==> src/logic/calc_pkg.sv <==
package calc_pkg;

    // datapath and key widths
    localparam int data_w   = 8;
    localparam int addr_w   = 5;
    localparam int num_regs = 32;
    localparam int key_w    = 4;

    typedef logic [data_w-1:0] data_t;
    typedef logic [addr_w-1:0] addr_t;

    // key classes
    localparam logic [key_w-1:0] key_enter = 4'd15;
    localparam logic [key_w-1:0] digit_max = 4'd9;

    // operand slot rotation through registers 1 to 30
    localparam addr_t slot_first = 5'd1;
    localparam addr_t slot_last  = 5'd28;
    localparam addr_t slot_step  = 5'd3;

    typedef enum logic [key_w-1:0] {
        op_add = 4'd10,
        op_sub = 4'd11,
        op_and = 4'd12,
        op_or  = 4'd13,
        op_mul = 4'd14
    } alu_op_e;

    // a key is a digit nibble or an operation, depending on the step
    typedef union packed {
        logic [key_w-1:0] digit;
        alu_op_e          op;
    } key_word_u;

    // key sequencer state codes
    localparam logic [3:0] seq_wait_d1  = 4'd0;
    localparam logic [3:0] seq_chk_d1   = 4'd1;
    localparam logic [3:0] seq_wait_op  = 4'd2;
    localparam logic [3:0] seq_chk_op   = 4'd3;
    localparam logic [3:0] seq_wait_d2  = 4'd4;
    localparam logic [3:0] seq_chk_d2   = 4'd5;
    localparam logic [3:0] seq_wait_ent = 4'd6;
    localparam logic [3:0] seq_chk_ent  = 4'd7;
    localparam logic [3:0] seq_launch   = 4'd8;
    localparam logic [3:0] seq_req      = 4'd9;

endpackage

==> src/logic/calc_ifs.sv <==
`timescale 1ns/100ps

// calculation request from sequencer to engine
interface calc_req_if import calc_pkg::*; ();

    logic    valid;
    logic    ready;
    alu_op_e op;
    addr_t   base;

    modport requester (
        output valid,
        output op,
        output base,
        input  ready
    );

    modport executor (
        input  valid,
        input  op,
        input  base,
        output ready
    );

endinterface

// two asynchronous read ports of the register file
interface regfile_rd_if import calc_pkg::*; ();

    addr_t addr_a;
    addr_t addr_b;
    data_t data_a;
    data_t data_b;

    modport reader (
        output addr_a,
        output addr_b,
        input  data_a,
        input  data_b
    );

    modport store (
        input  addr_a,
        input  addr_b,
        output data_a,
        output data_b
    );

endinterface

==> src/logic/key_sequencer.sv <==
`timescale 1ns/100ps

module key_sequencer import calc_pkg::*; (
    input  logic       clk_i,
    input  logic       reset_i,
    input  key_word_u  key_code_i,
    input  logic       key_detect_i,
    output logic       key_error_o,
    output logic       opd_we_o,
    output addr_t      opd_addr_o,
    output data_t      opd_data_o,
    calc_req_if.requester req
);

    logic [3:0] state;
    key_word_u  key_q;
    alu_op_e    op_q;
    addr_t      base_q;
    logic       waiting;
    logic       xfer;

    // keys are only taken in the waiting steps
    assign waiting = (state == seq_wait_d1) || (state == seq_wait_op) ||
                     (state == seq_wait_d2) || (state == seq_wait_ent);

    assign xfer = req.valid && req.ready;

    assign req.valid = (state == seq_req);
    assign req.op    = op_q;
    assign req.base  = base_q;

    always_ff @(posedge clk_i, posedge reset_i) begin
        if (reset_i) begin
            state       <= seq_wait_d1;
            base_q      <= slot_first;
            key_error_o <= 1'b0;
            opd_we_o    <= 1'b0;
        end else begin
            key_error_o <= 1'b0;
            opd_we_o    <= 1'b0;
            case (state)
                seq_wait_d1: begin
                    if (key_detect_i) begin
                        state <= seq_chk_d1;
                    end
                end
                seq_chk_d1: begin
                    if (key_q.digit <= digit_max) begin
                        opd_we_o <= 1'b1;
                        state    <= seq_wait_op;
                    end else begin
                        key_error_o <= 1'b1;
                        state       <= seq_wait_d1;
                    end
                end
                seq_wait_op: begin
                    if (key_detect_i) begin
                        state <= seq_chk_op;
                    end
                end
                seq_chk_op: begin
                    if (key_q.digit > digit_max && key_q.digit != key_enter) begin
                        state <= seq_wait_d2;
                    end else begin
                        key_error_o <= 1'b1;
                        state       <= seq_wait_op;
                    end
                end
                seq_wait_d2: begin
                    if (key_detect_i) begin
                        state <= seq_chk_d2;
                    end
                end
                seq_chk_d2: begin
                    if (key_q.digit <= digit_max) begin
                        opd_we_o <= 1'b1;
                        state    <= seq_wait_ent;
                    end else begin
                        key_error_o <= 1'b1;
                        state       <= seq_wait_d2;
                    end
                end
                seq_wait_ent: begin
                    if (key_detect_i) begin
                        state <= seq_chk_ent;
                    end
                end
                seq_chk_ent: begin
                    if (key_q.digit == key_enter) begin
                        state <= seq_launch;
                    end else begin
                        key_error_o <= 1'b1;
                        state       <= seq_wait_ent;
                    end
                end
                seq_launch: begin
                    state <= seq_req;
                end
                seq_req: begin
                    // hold the request until the engine takes it
                    if (xfer) begin
                        if (base_q == slot_last) begin
                            base_q <= slot_first;
                        end else begin
                            base_q <= base_q + slot_step;
                        end
                        state <= seq_wait_d1;
                    end
                end
                default: begin
                    state <= seq_wait_d1;
                end
            endcase
        end
    end

    always_ff @(posedge clk_i) begin
        if (key_detect_i && waiting) begin
            key_q <= key_code_i;
        end
        if (state == seq_chk_d1) begin
            opd_addr_o <= base_q;
            opd_data_o <= {{(data_w-key_w){1'b0}}, key_q.digit};
        end else if (state == seq_chk_d2) begin
            opd_addr_o <= base_q + addr_t'(1);
            opd_data_o <= {{(data_w-key_w){1'b0}}, key_q.digit};
        end
        if (state == seq_chk_op) begin
            op_q <= key_q.op;
        end
    end

endmodule

==> src/logic/operand_regfile.sv <==
`timescale 1ns/100ps

module operand_regfile import calc_pkg::*; (
    input  logic  clk_i,
    input  logic  reset_i,
    input  logic  opd_we_i,
    input  addr_t opd_addr_i,
    input  data_t opd_data_i,
    input  logic  res_we_i,
    input  addr_t res_addr_i,
    input  data_t res_data_i,
    regfile_rd_if.store rd
);

    data_t regs [num_regs];

    always_ff @(posedge clk_i, posedge reset_i) begin
        if (reset_i) begin
            for (int i = 0; i < num_regs; i++) begin
                regs[i] <= '0;
            end
        end else begin
            // result write has priority
            if (res_we_i) begin
                regs[res_addr_i] <= res_data_i;
            end else if (opd_we_i) begin
                regs[opd_addr_i] <= opd_data_i;
            end
        end
    end

    assign rd.data_a = regs[rd.addr_a];
    assign rd.data_b = regs[rd.addr_b];

endmodule

==> src/logic/alu_engine.sv <==
`timescale 1ns/100ps

module alu_engine import calc_pkg::*; (
    input  logic  clk_i,
    input  logic  reset_i,
    calc_req_if.executor  req,
    regfile_rd_if.reader  rd,
    output logic  res_we_o,
    output addr_t res_addr_o,
    output data_t res_data_o,
    output data_t result_o,
    output logic  result_valid_o,
    output addr_t result_addr_o
);

    alu_op_e op_q;
    addr_t   base_q;
    data_t   res_q;
    data_t   alu_out;
    logic    rd_pend;
    logic    wr_pend;
    logic    xfer;

    assign req.ready = !rd_pend && !wr_pend;
    assign xfer      = req.valid && req.ready;

    // operands sit at base and base+1
    assign rd.addr_a = base_q;
    assign rd.addr_b = base_q + addr_t'(1);

    always_comb begin
        case (op_q)
            op_add:  alu_out = rd.data_a + rd.data_b;
            op_sub:  alu_out = rd.data_a - rd.data_b;
            op_and:  alu_out = rd.data_a & rd.data_b;
            op_or:   alu_out = rd.data_a | rd.data_b;
            op_mul:  alu_out = rd.data_a * rd.data_b;
            default: alu_out = '0;
        endcase
    end

    assign res_we_o   = wr_pend;
    assign res_addr_o = base_q + addr_t'(2);
    assign res_data_o = res_q;

    always_ff @(posedge clk_i, posedge reset_i) begin
        if (reset_i) begin
            rd_pend        <= 1'b0;
            wr_pend        <= 1'b0;
            result_valid_o <= 1'b0;
            result_o       <= '0;
            result_addr_o  <= '0;
        end else begin
            rd_pend        <= xfer;
            wr_pend        <= rd_pend;
            result_valid_o <= wr_pend;
            if (wr_pend) begin
                result_o      <= res_q;
                result_addr_o <= res_addr_o;
            end
        end
    end

    always_ff @(posedge clk_i) begin
        if (xfer) begin
            op_q   <= req.op;
            base_q <= req.base;
        end
        // result is taken the cycle after the request
        if (rd_pend) begin
            res_q <= alu_out;
        end
    end

endmodule

==> src/logic/keypad_calc_top.sv <==
`timescale 1ns/100ps

module keypad_calc_top import calc_pkg::*; (
    input  logic              clk_i,
    input  logic              reset_i,
    input  logic [key_w-1:0]  key_code_i,
    input  logic              key_detect_i,
    output logic              key_error_o,
    output logic [data_w-1:0] result_o,
    output logic              result_valid_o,
    output logic [addr_w-1:0] result_addr_o
);

    logic  opd_we;
    addr_t opd_addr;
    data_t opd_data;
    logic  res_we;
    addr_t res_addr;
    data_t res_data;

    calc_req_if   req_if ();
    regfile_rd_if rd_if ();

    key_sequencer u_key_sequencer (
        .clk_i        (clk_i),
        .reset_i      (reset_i),
        .key_code_i   (key_code_i),
        .key_detect_i (key_detect_i),
        .key_error_o  (key_error_o),
        .opd_we_o     (opd_we),
        .opd_addr_o   (opd_addr),
        .opd_data_o   (opd_data),
        .req          (req_if.requester)
    );

    operand_regfile u_operand_regfile (
        .clk_i      (clk_i),
        .reset_i    (reset_i),
        .opd_we_i   (opd_we),
        .opd_addr_i (opd_addr),
        .opd_data_i (opd_data),
        .res_we_i   (res_we),
        .res_addr_i (res_addr),
        .res_data_i (res_data),
        .rd         (rd_if.store)
    );

    alu_engine u_alu_engine (
        .clk_i          (clk_i),
        .reset_i        (reset_i),
        .req            (req_if.executor),
        .rd             (rd_if.reader),
        .res_we_o       (res_we),
        .res_addr_o     (res_addr),
        .res_data_o     (res_data),
        .result_o       (result_o),
        .result_valid_o (result_valid_o),
        .result_addr_o  (result_addr_o)
    );

endmodule

==> config.mk <==
export PLATFORM = sky130hd
export DESIGN_NAME = keypad_calc_top
export DESIGN_NICKNAME = d
export VERILOG_FILES = /design/src/logic/calc_pkg.sv /design/src/logic/calc_ifs.sv /design/src/logic/key_sequencer.sv /design/src/logic/operand_regfile.sv /design/src/logic/alu_engine.sv /design/src/logic/keypad_calc_top.sv
export SDC_FILE = /design/constraint.sdc
export NUM_CORES = 1
export LEC_CHECK = 0
export ABC_AREA = 1
export BUFFER_PORTS_ARGS = -buffer_cell sky130_fd_sc_hd__buf_2
export CORE_MARGIN = 1
export CORE_UTILIZATION = 30
export DETAILED_ROUTE_END_ITERATION = 7
export PLACE_DENSITY = 0.54
export SLEW_MARGIN = 20
export SYNTH_ARGS = -nofsm -noshare
export SYNTH_HDL_FRONTEND = slang
export SYNTH_SLANG_ARGS = --single-unit
==> constraint.sdc <==
create_clock -name clk_i -period 27.1 [get_ports clk_i]
set_clock_uncertainty 0.1 [all_clocks]
set_input_delay 2.71 -clock clk_i [delete_from_list [all_inputs] [get_ports clk_i]]
set_output_delay 2.71 -clock clk_i [all_outputs]
set_load 0.01 [all_outputs]
==> results of run 1 <==
==> layout make-up <==
type,count,share of cell area (%)
multi-input cells,1912,43.6
flip-flops and latches,317,36.3
inverters,441,7.46
clock buffers,56,5.08
well taps,864,4.85
repair buffers,66,2.10
clock inverters,15,0.578
==> cells in the final DEF, fill, tap and decap left out, types with 3 or more instances in the layout <==
cell type and count:
o21ai_1 14, nand3_1 293, xnor2_1 3, o2111ai_1 5
o211ai_1 53, clkbuf_8 5, nand4_1 6, inv_2 12
nor2_2 3, o21ai_2 3, o22ai_1 256, edfxtp_1 34
nand2_1 680, inv_1 425, mux2_2 11, buf_4 43
nand2_2 10, nor2_1 153, dfrtp_1 282, o31ai_1 4
clkbuf_1 10, nor3_1 13, xor2_1 12, clkbuf_16 41
inv_6 4, ha_1 32, fa_1 13, o21ai_0 242
buf_2 21, clkinv_2 5, a21oi_1 86
==> state kept, by name, summed over array words and instances, names as in the netlist <==
| signal | cells |
|---|---|
| u_operand_regfile.regs | 256 |
| u_alu_engine.res_data_o | 8 |
| u_alu_engine.result_o | 8 |
| u_alu_engine.rd.addr_a | 5 |
| u_alu_engine.result_addr_o | 5 |
| u_key_sequencer.opd_addr_o | 5 |
| u_key_sequencer.req.base | 5 |
| u_alu_engine.op_q | 4 |
| u_key_sequencer.key_q | 4 |
| u_key_sequencer.opd_data_o | 4 |
| u_key_sequencer.req.op | 4 |
| u_key_sequencer.state | 4 |
| u_alu_engine.rd_pend | 1 |
| u_alu_engine.res_we_o | 1 |
| u_alu_engine.result_valid_o | 1 |
| u_key_sequencer.key_error_o | 1 |
| u_key_sequencer.opd_we_o | 1 |
==> metrics by stage <==
stage	hold slack, ns	cells
floorplan	0.279	2842
global placement	0.303	3600
detailed placement	0.308	3600
CTS	0.322	3671
global route	0.334	3671
finish	0.319	3671
==> layer usage <==
metal / track usage [%] / vias up
li1: - / 9280
met1: 32.4 / 9368
met2: 34.8 / 950
met4: 10.1 / 2
met5: 0 / -
met3: 4.42 / 195
==> worst paths after layout <==
| path | startpoint | end |
|---|---|---|
| setup / recovery | u_alu_engine.rd.addr_a[1]$_DFFE_PP_ | u_alu_engine.res_data_o[7]$_SDFFCE_PN0P_ |
| hold / removal | u_key_sequencer.req.op[3]$_DFFE_PN_ | u_alu_engine.op_q[3]$_DFFE_PP_ |
| setup reg to reg | u_alu_engine.rd.addr_a[1]$_DFFE_PP_ | u_alu_engine.res_data_o[7]$_SDFFCE_PN0P_ |
| hold reg to reg | u_key_sequencer.req.op[3]$_DFFE_PN_ | u_alu_engine.op_q[3]$_DFFE_PP_ |
| max in group asynchronous | reset_i | u_operand_regfile.regs[131]$_DFFE_PP0P_ |
| min in group asynchronous | reset_i | u_operand_regfile.regs[67]$_DFFE_PP0P_ |
==> power by group <==
| group | switching [mW] | internal (mW) |
|---|---|---|
| Clock | 0.225 | 0.303 |
| Combinational | 0.134 | 0.0344 |
| Sequential | 0.0156 | 0.505 |
==> logic make-up after synthesis <==
| group | after synthesis | synth area share, % |
|---|---|---|
| mux | 11 | 0.611 |
| compound gates | 674 | 19.2 |
| xor+xnor | 18 | 0.944 |
| simple gates | 1163 | 23.8 |
| fa+ha+maj | 46 | 3.32 |
| buf+inv | 613 | 12.2 |
| flops | 317 | 39.9 |
==> worst max-delay path, stage by stage (launching register included) <==
cell	delay [ns]
edfxtp_1	0.39
buf_4	0.27
inv_2	0.41
ha_4	0.42
inv_2	0.54
buf_4	0.49
nand3_1	0.13
nand3_1	0.10
nand3_1	0.16
nand2_1	0.10
nand2_1	0.14
nand2_2	0.20
nand2_1	0.10
fa_1	0.41
fa_1	0.50
inv_1	0.06
fa_1	0.53
inv_1	0.05
fa_1	0.47
inv_1	0.04
ha_1	0.31
a21o_1	0.19
a31oi_1	0.17
nand3_1	0.10
nand3_1	0.07
nand2_1	0.05
==> summary.txt, run 1 <==
Routing
  • Top sig layer: met5
  • Detailed-route DRC error count: 0
  • Antenna-violating nets left: 0
  • DR WL/cell: 21.6 um
  • Via density: 5.39
  • Met2 WL: 34,100 um
  • Iteration-0 DRC Markers: 2,330
  • Total wire length: 79,300 um
  • Routed via count: 19,800
  • Met3 WL: 6810 um
  • Wl on met1: 35,000 um
  • Pre-Repair DR Iteration Count: 6

Placement
  • Placed Area: 0.0211 mm2
  • DP HPWL: 51,400 um
  • Pre-CTS setup slack: 20.34 ns
  • IO Port Bufs: 21
  • Gpl congestion: 0.946

GRT
  • All-Layer GR Usage: 23.2%
  • Initial antenna violation count: 1
  • Largest net degree at the start of global routing: 216
  • Grt total ovfl: 0
  • Number of global-route vias before repair: 18,700
  • Global-route wire length before repair: 119,000 um

Clocking
  • CTS clk-pin slew, worst paths: 0.06 ns
  • Postcts setup bufs: 0
  • H-tree levels: 2
  • Post_cts resized: 0
  • Worst skew pair latency: 0.58 ns
  • Root buf cell: clkbuf_16
  • CTS tree: done
  • CTS Sinks: 317
  • Clk buf depth: 3
  • CTS Hold Buffers Added: 0
  • TritonCTS buffer count: 40

Die
  • Die Y: 262 um
  • Die Wd: 262 um
  • # IOs: 22
  • Die area: 0.0687 mm2
  • FP Rows: 94
  • Initial Utilization: 30.6%
  • Core Area: 0.0663 mm2

Timing
  • Final setup violation count: 0
  • Unrepaired setup endpoints after global routing: no
  • Crit path time final: 6.80 ns
  • Worst Max-Slew Pin Slew: 1.08 ns
  • Fin. max-slew vios: 0
  • Slew headroom: 27.7%
  • Final Hold Fails: 0
  • Max Freq: 147 MHz
  • Fin worst setup slack: 20.30 ns
  • Setup TNS: 0 ns
  • Final Cycle Share: 25.1%

Synthesis
  • Number of flops mapped to enable cells by yosys: 34
  • Main synth FF type: dfrtp_1
  • Yosys reg bits: 317
  • Leading cell type by number of instances after synthesis: nand2_1
  • Yosys top cell area share: 34.8%
  • Synth area leader: dfrtp_1
  • Async SR Flop Fraction: 89.3%
  • Commonest cells in the netlist: nand2_1, inv_1, nand3_1
  • Synth unique cells: 46
  • Largest cells by area after synthesis: dfrtp_1, nand2_1, inv_1, o22ai_1, nand3_1
  • Ys Warns: 0
  • Mapped cell area: 0.0203 mm2
  • Syn_nets: 2,895
  • Synth Instances: 2,842
  • Seq/Total Area, Yosys: 39.9%
  • Avg Cell Area, Syn: 7.14 um2

Layout
  • Multi-input gate area: 0.00973 mm2
  • Share of cells above drive strength 1: 6.27%
  • Design area: 0.0223 mm2
  • Final #Nets: 2,831
  • # fillers: 7,226
  • Final core occ: 33.6%
  • # diodes: 0
  • Syn-to-layout area delta: 9.99%
  • FF+latch area: 0.00810 mm2

Critical path
  • Reg2Reg Depth: 25
  • Critical Path RT: 27.31 ns
  • Setup crit end kind: flop
  • CP Data Arrival Time: 7.01 ns
  • CP Launch Type: flop
  • Max FO, Critical Path: 37
  • Crit Path Class: reg -> reg
  • Reg2Reg Setup Slack: 20.30 ns

Power
  • Leak: 10.0 nW
  • Total Power: 1.22 mW
  • P per Cell Area: 54.5 mW/mm2
  • Peak supply drop: 36.3 uV

Status
  • Status: finished, final reports clean

Min path
  • Hold/Removal Path Class: reg -> reg
  • Hold Path Depth: 0

Flow run
  • Max cap viols: 0
(Power assumes the default switching activity.)
==> run 2, diff against run 1 <==
--- a/config.mk
+++ b/config.mk
@@ -5,12 +5,12 @@
 export SDC_FILE = /design/constraint.sdc
 export NUM_CORES = 1
 export LEC_CHECK = 0
-export ABC_AREA = 1
+export ABC_AREA = 0
 export BUFFER_PORTS_ARGS = -buffer_cell sky130_fd_sc_hd__buf_2
 export CORE_MARGIN = 1
 export CORE_UTILIZATION = 30
 export DETAILED_ROUTE_END_ITERATION = 7
-export PLACE_DENSITY = 0.54
+export PLACE_DENSITY = 0.55
 export SLEW_MARGIN = 20
 export SYNTH_ARGS = -nofsm -noshare
 export SYNTH_HDL_FRONTEND = slang
==> constraint.sdc (replaced) <==
create_clock -name clk_i -period 5.6 [get_ports clk_i]
set_clock_uncertainty 0.1 [all_clocks]
set_input_delay 0.56 -clock clk_i [delete_from_list [all_inputs] [get_ports clk_i]]
set_output_delay 0.56 -clock clk_i [all_outputs]
set_load 0.01 [all_outputs]
==> summary.txt, run 2 <==
Layout
  • Syn-to-layout area delta: 19.4% (was 9.99%)
  • Design area: 0.0230 mm2 (was 0.0223 mm2)
  • Max reg flops: 256 (unchanged)
  • Final #Nets: 1,912 (was 2,831)
  • Commonest non-fill, non-tap cell in the layout: dfrtp_1 (was nand2_1)
  • # diodes: 0 (unchanged)
  • Commonest non-fill, non-tap cells in the layout: dfrtp_1, nand2_1, buf_4, o21ai_0, a22o_1 (was nand2_1, inv_1, nand3_1, dfrtp_1, o22ai_1)
  • Most flops, register: u_operand_regfile.regs (unchanged)
  • Share of cells above drive strength 1: 24.6% (was 6.27%)

Timing
  • Slew headroom: 16.9% (was 27.7%)
  • Setup TNS: -0.708 ns (was 0 ns)
  • Final Cycle Share: 113% (was 25.1%)
  • Max Freq: 159 MHz (was 147 MHz)
  • Fin. max-slew vios: 0 (unchanged)
  • Unrepaired setup endpoints after global routing: yes (was no)
  • Final Hold Fails: 0 (unchanged)
  • Crit path time final: 6.31 ns (was 6.80 ns)
  • Fin worst setup slack: -0.708 ns (was 20.30 ns)
  • Worst Max-Slew Pin Slew: 1.24 ns (was 1.08 ns)
  • Final setup violation count: 1 (was 0)

Synthesis
  • Yosys reg bits: 317 (unchanged)
  • Seq/Total Area, Yosys: 42.1% (was 39.9%)
  • Ys Warns: 0 (unchanged)
  • Synth area leader: dfrtp_1 (unchanged)
  • Commonest cells in the netlist: dfrtp_1, nand2_1, o21ai_0 (was nand2_1, inv_1, nand3_1)
  • Main synth FF type: dfrtp_1 (unchanged)
  • Synth unique cells: 67 (was 46)
  • Mapped cell area: 0.0193 mm2 (was 0.0203 mm2)
  • Largest cells by area after synthesis: dfrtp_1, mux4_2, a22o_1, edfxtp_1, o22a_1 (was dfrtp_1, nand2_1, inv_1, o22ai_1, nand3_1)
  • Synth Instances: 1,750 (was 2,842)
  • Avg Cell Area, Syn: 11.0 um2 (was 7.14 um2)
  • Leading cell type by number of instances after synthesis: dfrtp_1 (was nand2_1)
  • Yosys top cell area share: 36.6% (was 34.8%)
  • Number of flops mapped to enable cells by yosys: 34 (unchanged)
  • Async SR Flop Fraction: 89.3% (unchanged)
  • Syn_nets: 1,803 (was 2,895)

Die
  • Core Area: 0.0632 mm2 (was 0.0663 mm2)
  • Die Wd: 255 um (was 262 um)
  • Die Y: 255 um (was 262 um)
  • # IOs: 22 (unchanged)
  • Die area: 0.0652 mm2 (was 0.0687 mm2)
  • FP Rows: 92 (was 94)
  • Initial Utilization: 30.5% (was 30.6%)

Power
  • P per Cell Area: 232 mW/mm2 (was 54.5 mW/mm2)
  • Total Power: 5.34 mW (was 1.22 mW)
  • Leak: 9.58 nW (was 10.0 nW)
  • Peak supply drop: 171 uV (was 36.3 uV)

Critical path
  • Setup crit end kind: flop (unchanged)
  • CP peak stage delay: 0.58 ns (was 0.54 ns)
  • Most frequent cell on the critical path: xnor2_1 (was nand3_1)
  • Max FO, Critical Path: 6 (was 37)
  • Crit Path Class: reg -> reg (unchanged)
  • Cell Chain, Critical Path: buf_6 -> inv_8 -> ha_4 -> buf_8 -> buf_6 -> mux4_2 -> mux4_2 -> mux2i_4 -> nor2_2 -> fa_2 -> fa_1 -> ha_1 -> inv_1 -> fa_1 -> inv_1 -> ha_4 -> a21o_1 -> a21oi_4 -> xnor2_2 -> xnor2_1 -> xnor2_1 -> xnor2_1 -> xnor2_1 -> a221o_1
  • CP Launch Type: flop (unchanged)
  • Crit path max-delay cell type: mux4_2 (was inv_2)
  • Critical Path RT: 5.81 ns (was 27.31 ns)
  • CP Data Arrival Time: 6.52 ns (was 7.01 ns)

Clocking
  • TritonCTS buffer count: 37 (was 40)
  • CTS Sinks: 317 (unchanged)
  • H-tree levels: 2 (unchanged)
  • Root buf cell: clkbuf_16 (unchanged)
  • Worst skew pair latency: 0.56 ns (was 0.58 ns)
  • CTS tree: done (unchanged)
  • CTS clk-pin slew, worst paths: 0.07 ns (was 0.06 ns)
  • Clk buf depth: 3 (unchanged)

Min path
  • Hold/Removal Path Class: in -> reg (was reg -> reg)

Placement
  • Placed Area: 0.0213 mm2 (was 0.0211 mm2)
  • DP HPWL: 49,700 um (was 51,400 um)
  • IO Port Bufs: 21 (unchanged)
  • Gpl congestion: 0.969 (was 0.946)

Routing
  • Iteration-0 DRC Markers: 1,733 (was 2,330)
  • DR WL/cell: 25.9 um (was 21.6 um)
  • Detailed-route DRC error count: 0 (unchanged)
  • Total wire length: 70,800 um (was 79,300 um)
  • Antenna-violating nets left: 0 (unchanged)
  • Routed via count: 16,000 (was 19,800)
  • Via density: 5.86 (was 5.39)
  • Pre-Repair DR Iteration Count: 5 (was 6)

GRT
  • Grt total ovfl: 0 (unchanged)
  • Global-route wire length before repair: 106,000 um (was 119,000 um)
  • Initial antenna violation count: 1 (unchanged)
  • Number of global-route vias before repair: 16,100 (was 18,700)
  • Largest net degree at the start of global routing: 158 (was 216)
  • All-Layer GR Usage: 21.5% (was 23.2%)

Flow run
  • Max cap viols: 0 (unchanged)

Status
  • Failing checks: negative setup slack
  • Status: complete, but fails checks (was finished, final reports clean)
-- run 2: cell types whose count changed after synthesis, moves of 103 or more --
cell     previous run  this run
nand2_1           680       217
inv_1             429        44
nand3_1           293        12
o22ai_1           256         7
a22o_1              0       128
mux4_2              0       103
-- run 2: timing repair --
action / in CTS / in global routing
setup endpoints to repair: 2 / 3
hold endpoints to repair: 16 / 0
buffers inserted: 7 / 8
gates resized for setup: 20 / 28
hold buffers: 1 / 0
pin swaps: 5 / 14
-- run 2: layout make-up --
cell class                 instances  area (um2)
fill                            6210       40200
multi-input combinational       1228       10500
sequential                       317        8110
timing repair buffer             229        1840
clock buffer                      47        1070
tap                              846        1060
clock inverter                    20         278
inverter                          46         184
-- run 2: critical path: cells and delay by family, from the launching register on --
kind / cells / cell delay (ns)
fa+ha+maj: 6 / 2.19
mux: 3 / 1.37
xor+xnor: 5 / 0.69
compound gates: 3 / 0.69
buf+inv: 6 / 0.54
flops: 1 / 0.40
simple gates: 1 / 0.08
-- run 2: report_power, final --
group	total (mW)	switching, mW	internal (mW)	leakage (nW)
Clock	2.70	1.06	1.64	0.645
Combinational	0.245	0.172	0.0723	4.69
Sequential	2.40	0.0439	2.36	4.25
Total	5.34	1.28	4.07	9.58
-- run 2: final timing paths --
check	cells past startpoint	from	to	slack, ns
worst max-delay path	24	u_alu_engine.rd.addr_a[0]$_DFFE_PP_	u_alu_engine.res_data_o[7]$_SDFFCE_PN0P_	-0.71
worst min-delay path	1	key_code_i[3]	u_key_sequencer.key_q[3]$_DFFE_PP_	0.08
worst min register to register	0	u_key_sequencer.req.op[3]$_DFFE_PN_	u_alu_engine.op_q[3]$_DFFE_PP_	0.32
worst max register to register	24	u_alu_engine.rd.addr_a[0]$_DFFE_PP_	u_alu_engine.res_data_o[7]$_SDFFCE_PN0P_	-0.71
min in group asynchronous	3	reset_i	u_operand_regfile.regs[214]$_DFFE_PP0P_	0.49
max in group asynchronous	4	reset_i	u_operand_regfile.regs[0]$_DFFE_PP0P_	3.59
-- run 2: cell families after synthesis --
| family | Yosys count | synth area share [%] |
|---|---|---|
| flip-flops | 317 | 42.1 |
| adder cells (fa/ha/maj) | 50 | 3.70 |
| multiplexers | 169 | 17.1 |
| AND/OR/NAND/NOR | 431 | 10.2 |
| XOR/XNOR | 40 | 1.90 |
| buffers and inverters | 205 | 4.98 |
| AO/OA/AOI/OAI | 538 | 20.1 |
-- run 2: through the flow --
stage / util [%] / hold WS [ns] / cells / setup WS (ns)
floorplan: - / 0.273 / 1750 / -1.60
global placement: 33.7 / 0.313 / 2650 / -0.841
detailed placement: 33.7 / 0.311 / 2650 / -0.801
CTS: 36.0 / 0.0559 / 2725 / -0.642
global route: 36.4 / 0.0585 / 2733 / -0.924
finish: 36.4 / 0.0779 / 2733 / -0.708
-- run 2: layer usage --
| metal | wire length, um | up-vias | share of wire, % | GRT usage, % |
|---|---|---|---|---|
| met5 | 0 | - | 0 | 0 |
| met4 | 3510 | 0 | 5.0 | 10.3 |
| met3 | 5690 | 212 | 8.0 | 4.18 |
| met2 | 32400 | 825 | 46 | 34.0 |
| met1 | 29200 | 8119 | 41 | 28.4 |
| li1 | - | 6872 | - | - |
